--- config.mk ---
export PLATFORM = sky130hd
export DESIGN_NAME = chip_itf
export DESIGN_NICKNAME = d
export VERILOG_FILES = /design/src/itf_pkg.sv /design/src/chip_itf.sv /design/src/state_monitor.sv /design/src/outbound_mux.sv /design/src/inbound_router.sv /design/src/link_fsm.sv
export SDC_FILE = /design/constraint.sdc
export NUM_CORES = 1
export LEC_CHECK = 0
export BUFFER_PORTS_ARGS = -buffer_cell sky130_fd_sc_hd__buf_2
export CORE_AREA = 3 3 318 320
export CTS_BUF_LIST = sky130_fd_sc_hd__clkbuf_16
export CTS_CLUSTER_SIZE = 40
export DETAILED_ROUTE_END_ITERATION = 8
export DIE_AREA = 0 0 321 323
export PLACE_DENSITY_LB_ADDON = 0.15
export RECOVER_POWER = 50
export SYNTH_ARGS = -nofsm -noshare
export SYNTH_HDL_FRONTEND = slang
export SYNTH_SLANG_ARGS = --single-unit
--- constraint.sdc ---
create_clock -name OffClk -period 1.9 [get_ports OffClk]
set_input_delay 0 -clock OffClk [delete_from_list [all_inputs] [get_ports OffClk]]
set_output_delay 0 -clock OffClk [all_outputs]
set_load 0.005 [all_outputs]
--- src/itf_pkg.sv ---
// --------------------------------------
// Chip interface shared definitions
// Transfer state, field widths, monitor codes
// --------------------------------------
package itf_pkg;

    // --------------------------------------
    // Transfer direction
    // --------------------------------------
    typedef enum logic [1:0] {
        XFER_IDLE    = 2'd0,
        XFER_IN2CHIP = 2'd1,
        XFER_OUT2OFF = 2'd2
    } xfer_state_t;

    // --------------------------------------
    // Field widths
    // --------------------------------------
    // Configuration-ready bits from the CCU
    localparam int CFG_RDY_W   = 6;

    // CCU state code
    localparam int CCU_STATE_W = 4;

    // Monitor select lines
    localparam int MON_SEL_W   = 4;

    // Snapshot order, low to high: cfg ready, transfer state, CCU state
    localparam int MON_SNAP_W  = CFG_RDY_W + $bits(xfer_state_t) + CCU_STATE_W;

    // --------------------------------------
    // Monitor select codes
    // --------------------------------------
    // Codes below this index the snapshot directly, the rest read zero
    localparam int MON_SEL_ZERO_FROM = 12;

endpackage : itf_pkg
--- src/chip_itf.sv ---
// --------------------------------------
// Chip-edge transfer interface, top level
// Joins off-chip burst port to GIC, CCU and monitor
// --------------------------------------
`timescale 1ns/100ps

module chip_itf #(
    parameter int PORT_WIDTH = 128
) (
    input  logic                                OffClk,
    input  logic                                rst_n,
    // Off-chip inbound
    input  logic [PORT_WIDTH-1:0]               dat_i,
    input  logic                                dat_vld_i,
    input  logic                                dat_last_i,
    input  logic                                isa_vld_i,
    output logic                                dat_rdy_o,
    // Off-chip outbound
    output logic [PORT_WIDTH-1:0]               dat_o,
    output logic                                dat_vld_o,
    output logic                                dat_last_o,
    output logic                                cmd_vld_o,
    input  logic                                dat_rdy_i,
    // Output enable
    input  logic                                off_oe_i,
    input  logic                                byp_oe_i,
    output logic                                dat_oe_o,
    // GIC inbound
    output logic [PORT_WIDTH-1:0]               gic_dat_o,
    output logic                                gic_vld_o,
    output logic                                gic_last_o,
    input  logic                                gic_rdy_i,
    // GIC outbound
    input  logic [PORT_WIDTH-1:0]               gic_dat_i,
    input  logic                                gic_vld_i,
    input  logic                                gic_last_i,
    input  logic                                gic_cmd_i,
    output logic                                gic_rdy_o,
    // CCU
    output logic [PORT_WIDTH-1:0]               ccu_dat_o,
    output logic                                ccu_vld_o,
    output logic                                ccu_last_o,
    input  logic                                ccu_rdy_i,
    input  logic [itf_pkg::CFG_RDY_W-1:0]       ccu_cfg_rdy_i,
    input  logic [itf_pkg::CCU_STATE_W-1:0]     ccu_state_i,
    // Monitor source
    input  logic [PORT_WIDTH-1:0]               mon_dat_i,
    input  logic                                mon_vld_i,
    input  logic                                mon_last_i,
    output logic                                mon_rdy_o,
    // Monitor pin
    input  logic [itf_pkg::MON_SEL_W-1:0]       mon_sel_i,
    output logic                                mon_bit_o
);

    import itf_pkg::*;

    xfer_state_t xfer_state;

    // --------------------------------------
    // Direction control
    // --------------------------------------
    // Sees burst ends through the port-side handshakes
    link_fsm u_link_fsm (
        .OffClk     (OffClk),
        .rst_n      (rst_n),
        .dat_vld_i  (dat_vld_i),
        .dat_last_i (dat_last_i),
        .in_rdy_i   (dat_rdy_o),
        .gic_vld_i  (gic_vld_i),
        .mon_vld_i  (mon_vld_i),
        .out_vld_i  (dat_vld_o),
        .out_last_i (dat_last_o),
        .dat_rdy_i  (dat_rdy_i),
        .state_o    (xfer_state)
    );

    inbound_router #(
        .PORT_WIDTH (PORT_WIDTH)
    ) u_inbound_router (
        .state_i    (xfer_state),
        .dat_i      (dat_i),
        .dat_vld_i  (dat_vld_i),
        .dat_last_i (dat_last_i),
        .isa_vld_i  (isa_vld_i),
        .dat_rdy_o  (dat_rdy_o),
        .gic_rdy_i  (gic_rdy_i),
        .ccu_rdy_i  (ccu_rdy_i),
        .gic_dat_o  (gic_dat_o),
        .gic_vld_o  (gic_vld_o),
        .gic_last_o (gic_last_o),
        .ccu_dat_o  (ccu_dat_o),
        .ccu_vld_o  (ccu_vld_o),
        .ccu_last_o (ccu_last_o)
    );

    outbound_mux #(
        .PORT_WIDTH (PORT_WIDTH)
    ) u_outbound_mux (
        .state_i    (xfer_state),
        .gic_dat_i  (gic_dat_i),
        .gic_vld_i  (gic_vld_i),
        .gic_last_i (gic_last_i),
        .gic_cmd_i  (gic_cmd_i),
        .gic_rdy_o  (gic_rdy_o),
        .mon_dat_i  (mon_dat_i),
        .mon_vld_i  (mon_vld_i),
        .mon_last_i (mon_last_i),
        .mon_rdy_o  (mon_rdy_o),
        .dat_rdy_i  (dat_rdy_i),
        .off_oe_i   (off_oe_i),
        .byp_oe_i   (byp_oe_i),
        .dat_o      (dat_o),
        .dat_vld_o  (dat_vld_o),
        .dat_last_o (dat_last_o),
        .cmd_vld_o  (cmd_vld_o),
        .dat_oe_o   (dat_oe_o)
    );

    // Status pin
    state_monitor u_state_monitor (
        .OffClk      (OffClk),
        .rst_n       (rst_n),
        .state_i     (xfer_state),
        .cfg_rdy_i   (ccu_cfg_rdy_i),
        .ccu_state_i (ccu_state_i),
        .mon_sel_i   (mon_sel_i),
        .mon_bit_o   (mon_bit_o)
    );

endmodule : chip_itf

--- src/state_monitor.sv ---
// --------------------------------------
// Status snapshot and monitor pin select
// --------------------------------------
`timescale 1ns/100ps

module state_monitor (
    input  logic                                OffClk,
    input  logic                                rst_n,
    input  itf_pkg::xfer_state_t                state_i,
    input  logic [itf_pkg::CFG_RDY_W-1:0]       cfg_rdy_i,
    input  logic [itf_pkg::CCU_STATE_W-1:0]     ccu_state_i,
    input  logic [itf_pkg::MON_SEL_W-1:0]       mon_sel_i,
    output logic                                mon_bit_o
);

    import itf_pkg::*;

    logic [MON_SNAP_W-1:0] snap_d;
    logic [MON_SNAP_W-1:0] snap_q;
    logic                  sel_valid;

    // --------------------------------------
    // Snapshot, one cycle behind the inputs
    // --------------------------------------
    // cfg ready in the low bits, CCU state on top
    assign snap_d = {ccu_state_i, state_i, cfg_rdy_i};

    always_ff @(posedge OffClk or negedge rst_n) begin
        if (!rst_n) begin
            snap_q <= '0;
        end else begin
            snap_q <= snap_d;
        end
    end

    // --------------------------------------
    // Bit select
    // --------------------------------------
    // Upper codes used to carry raw clocks, now they read zero
    assign sel_valid = (int'(mon_sel_i) < MON_SEL_ZERO_FROM);

    always_comb begin
        mon_bit_o = 1'b0;
        if (sel_valid) begin
            mon_bit_o = snap_q[mon_sel_i];
        end
    end

endmodule : state_monitor

--- src/outbound_mux.sv ---
// --------------------------------------
// Outbound source select and output enable
// Monitor source takes priority over GIC
// --------------------------------------
`timescale 1ns/100ps

module outbound_mux #(
    parameter int PORT_WIDTH = 128
) (
    input  itf_pkg::xfer_state_t    state_i,
    // GIC source
    input  logic [PORT_WIDTH-1:0]   gic_dat_i,
    input  logic                    gic_vld_i,
    input  logic                    gic_last_i,
    input  logic                    gic_cmd_i,
    output logic                    gic_rdy_o,
    // Monitor source
    input  logic [PORT_WIDTH-1:0]   mon_dat_i,
    input  logic                    mon_vld_i,
    input  logic                    mon_last_i,
    output logic                    mon_rdy_o,
    // Off-chip outbound port
    input  logic                    dat_rdy_i,
    input  logic                    off_oe_i,
    input  logic                    byp_oe_i,
    output logic [PORT_WIDTH-1:0]   dat_o,
    output logic                    dat_vld_o,
    output logic                    dat_last_o,
    output logic                    cmd_vld_o,
    output logic                    dat_oe_o
);

    import itf_pkg::*;

    logic out_act;
    logic sel_mon;
    logic sel_gic;

    assign out_act = (state_i == XFER_OUT2OFF);

    // Monitor first, GIC only while monitor is idle
    assign sel_mon = out_act & mon_vld_i;
    assign sel_gic = out_act & ~mon_vld_i;

    assign dat_o      = sel_mon ? mon_dat_i :
                        (sel_gic & gic_vld_i) ? gic_dat_i : '0;
    assign dat_vld_o  = sel_mon | (sel_gic & gic_vld_i);
    assign dat_last_o = (sel_mon & mon_last_i) | (sel_gic & gic_vld_i & gic_last_i);

    // Command flag belongs to GIC words only
    assign cmd_vld_o  = sel_gic & gic_vld_i & gic_cmd_i;

    assign mon_rdy_o  = sel_mon & dat_rdy_i;
    assign gic_rdy_o  = sel_gic & dat_rdy_i;

    // Off-chip override of the pad direction
    assign dat_oe_o   = byp_oe_i ? off_oe_i : dat_vld_o;

endmodule : outbound_mux

--- src/inbound_router.sv ---
// --------------------------------------
// Inbound router, off-chip words to GIC or CCU
// --------------------------------------
`timescale 1ns/100ps

module inbound_router #(
    parameter int PORT_WIDTH = 128
) (
    input  itf_pkg::xfer_state_t    state_i,
    // Off-chip inbound port
    input  logic [PORT_WIDTH-1:0]   dat_i,
    input  logic                    dat_vld_i,
    input  logic                    dat_last_i,
    input  logic                    isa_vld_i,
    output logic                    dat_rdy_o,
    // Receiver readies
    input  logic                    gic_rdy_i,
    input  logic                    ccu_rdy_i,
    // GIC receiver
    output logic [PORT_WIDTH-1:0]   gic_dat_o,
    output logic                    gic_vld_o,
    output logic                    gic_last_o,
    // CCU instruction reader
    output logic [PORT_WIDTH-1:0]   ccu_dat_o,
    output logic                    ccu_vld_o,
    output logic                    ccu_last_o
);

    import itf_pkg::*;

    logic in_act;
    logic to_ccu;
    logic to_gic;

    assign in_act = (state_i == XFER_IN2CHIP);

    // ISA words go to the instruction reader
    assign to_ccu = in_act & isa_vld_i;
    assign to_gic = in_act & ~isa_vld_i;

    assign dat_rdy_o  = (to_ccu & ccu_rdy_i) | (to_gic & gic_rdy_i);

    assign gic_dat_o  = to_gic ? dat_i : '0;
    assign gic_vld_o  = to_gic & dat_vld_i;
    assign gic_last_o = to_gic & dat_last_i;

    assign ccu_dat_o  = to_ccu ? dat_i : '0;
    assign ccu_vld_o  = to_ccu & dat_vld_i;
    assign ccu_last_o = to_ccu & dat_last_i;

endmodule : inbound_router

--- src/link_fsm.sv ---
// --------------------------------------
// Direction FSM for the off-chip port
// Picks idle, inbound or outbound transfer
// --------------------------------------
`timescale 1ns/100ps

module link_fsm (
    input  logic                OffClk,
    input  logic                rst_n,
    // Inbound side
    input  logic                dat_vld_i,
    input  logic                dat_last_i,
    input  logic                in_rdy_i,
    // Outbound side
    input  logic                gic_vld_i,
    input  logic                mon_vld_i,
    input  logic                out_vld_i,
    input  logic                out_last_i,
    input  logic                dat_rdy_i,
    // Current direction
    output itf_pkg::xfer_state_t state_o
);

    import itf_pkg::*;

    xfer_state_t state_q;
    xfer_state_t state_d;
    logic        in_done;
    logic        out_done;

    // Last word of a burst accepted in each direction
    assign in_done  = dat_last_i & dat_vld_i & in_rdy_i;
    assign out_done = out_last_i & out_vld_i & dat_rdy_i;

    // --------------------------------------
    // Next state
    // --------------------------------------
    always_comb begin
        state_d = state_q;
        case (state_q)
            XFER_IDLE: begin
                // Inbound wins when both sides are pending
                if (dat_vld_i) begin
                    state_d = XFER_IN2CHIP;
                end else if (gic_vld_i | mon_vld_i) begin
                    state_d = XFER_OUT2OFF;
                end
            end
            XFER_IN2CHIP: begin
                if (in_done) begin
                    state_d = XFER_IDLE;
                end
            end
            XFER_OUT2OFF: begin
                if (out_done) begin
                    state_d = XFER_IDLE;
                end
            end
            default: begin
                state_d = XFER_IDLE;
            end
        endcase
    end

    // --------------------------------------
    // State register
    // --------------------------------------
    always_ff @(posedge OffClk or negedge rst_n) begin
        if (!rst_n) begin
            state_q <= XFER_IDLE;
        end else begin
            state_q <= state_d;
        end
    end

    assign state_o = state_q;

endmodule : link_fsm

==> metrics <==
FP Rows 115; Initial Util 3.69%; layout cells sized above 1 60.0%; drt via density 2.84; WS Path Type reg -> out; top-count cell post-synth and2_1; FILL cells 11700; Post-synth EDFFs 0; I/O Pins 809; outcome finished, final reports clean; area grow syn2layout 163%; area occupied by multi-input gates 3020 um2; GR Layer Usage met2 about 17%; DRC violations left 0; Final Total Pwr 4980 uW; fmax 0.538 GHz; Yosys top cell area share 45.1%; initial antenna violation count 57; Worst-Margin Slew 0.787 ns; nets 1706; crit end category output port; register area share after synthesis 9.64%; first-pass GRT wire length 65100 um; CP Launch Point u_link_fsm.state_o[1]; Die Span Y around 320 um; met1 usage 11.4%; Async S/R FF share, synth 100%; core area 98400 um2; Worst Hold Margin 0.0701 ns; CTS tree yes; CP Data Arrival Time between 1.5 and 2 ns; average size of a mapped cell ~7.4 um2; Final Hold Vio Count 0; crit path launch type flip-flop; Synth cell types 24; Critical Path RT 1.90 ns; drt first pass iters 4; mean routed wirelength per cell 20.6 um; DP Area 9300 um2; gpl congestion 0.909; reg-to-reg startpoint u_link_fsm.state_o[0]; clk_lat worst skew 0.24 ns; Hold WC Path Type in -> reg; Slew Viols, Final 0; total track usage 9.20%; Final WS setup 0.0425 ns; Main synth FF type dfrtp_1; commonest cells in the synthesized netlist and2_1 (262), a22o_1 (128), clkbuf_1 (17), buf_2 (16), dfrtp_1 (14); Net Count, Synth 901; Synth area leaders and2_1 (45%), a22o_1 (31%), dfrtp_1 (9.6%); Reg area 352 um2; H-tree lvl count 1; Max Cap Viol 0; placed cell count 2552; CTS Sinks 14; post-route ant nets 0; DR iter-0 viols 280; endpoints failing setup 0; vias in the first global route 7273; Leak Pwr 0.00509 uW; Detailed Place HPWL around 47000 um; maximum VDD drop roughly 0.33 mV; IO buf count 808; Setup Skew 0.000113 ns; largest net degree at the start of global routing 63; clk root buf clkbuf_16; GRT overflow 0; crit-path max FO 18; vias 7356; final worst path period share 97.8%; Hold Path Origin dat_rdy_i; Final Non-Filler Cells 2589; design area 9570 um2; GR met3 Demand/Resource 2.03%; Num CTS Buffers 3; layer with the highest usage met2; RSZ-0062 raised after global routing true; cell area after synthesis around 3600 um2; cells after synthesis 488; CTS max path bufs 2; DIE AREA 104000 um2; Tmin final 1.86 ns; clock-pin slew on the worst setup and hold paths 0.05 ns; Place WS 0.171 ns; Yosys warning count 0; Synth area leader and2_1; Routed WL ~53000 um; Slew HR 47.5%; die width about 320 um; power density cells 520 nW/um2; Seq cells post-synth 14
[what timing repair did]
action,in CTS,in global routing
endpoints found under the hold margin,24,0
gates resized for setup,1,8
setup endpoints to repair,67,136
buffers inserted,6,2
cloned,3,2
hold buffers,11,0
pin swaps,3,0
[power by group]
group / switching (uW) / internal, uW / leakage, uW
clock network: 113 / 275 / 0.0000370
registers: 24.2 / 345 / 0.000163
logic: 2220 / 2000 / 0.00489
total: 2360 / 2620 / 0.00509
[layout by cell type (no fill, tap or decap), drive strengths merged]
cell         instances
a21oi                1
a221oi               1
a22o               128
a41oi                1
and2               262
and3                 2
buf                742
bufbuf               1
clkbuf             104
dfrtp               14
diode               11
dlygate4sd3         11
inv                  2
mux2i                3
mux4                 3
nand2                2
nand2b               3
nand3b               1
nor2                 5
nor3b                2
o21ai                1
o31ai                1
or2                  1
[worst paths after layout]
check,slack (ns),depth (start not counted),end
max in group asynchronous,0.99,2,u_link_fsm.state_o[1]
min,0.07,2,u_link_fsm.state_o[1]
min in group asynchronous,0.37,2,u_state_monitor.snap_q[8]
max reg2reg,0.62,3,u_link_fsm.state_o[1]
min reg2reg,0.46,0,u_state_monitor.snap_q[7]
max,0.04,6,ccu_dat_o[31]
[critical path, stage by stage, from the launching register on]
cell      delay, ns
dfrtp_2        0.44
inv_2          0.16
and3_4         0.22
buf_12         0.14
clkbuf_2       0.29
and2_1         0.22
buf_2          0.13
[kinds of logic (layout without fill, tap and decap cells)]
kind of cell           after synthesis  in the layout  share of synthesized area, %
flip-flops                          14             14                          9.64
buffers and inverters               58            860                          8.23
other                                0             11                             0
AO/OA/AOI/OAI                      133            133                          31.8
AND/OR/NAND/NOR                    277            278                          47.6
multiplexers                         6              6                          2.68
[final cells by class]
type	count	share of cell area, %
repair buffers	855	46.8
multi-input cells	417	31.6
well taps	1287	16.8
flip-flops and latches	14	3.67
clock buffers	3	0.785
diodes	11	0.288
inverters	2	0.0785
[registers in the layout (all words and copies together), names as in the netlist]
signal and count:
u_link_fsm.state_o 2, u_state_monitor.snap_q 12
[metal layers]
metal	vias to the layer above	wire length (um)
li1	3323	-
met1	3382	21700
met2	561	26600
met3	80	4300
met4	10	683
met5	-	68
[metrics by stage]
step	utilization (%)	TNS, ns
finish	9.72	0
global placement	9.45	0
global route	9.70	-0.0639
detailed placement	9.45	0
CTS	9.79	0
floorplan	-	0
(Power assumes the default switching activity.)
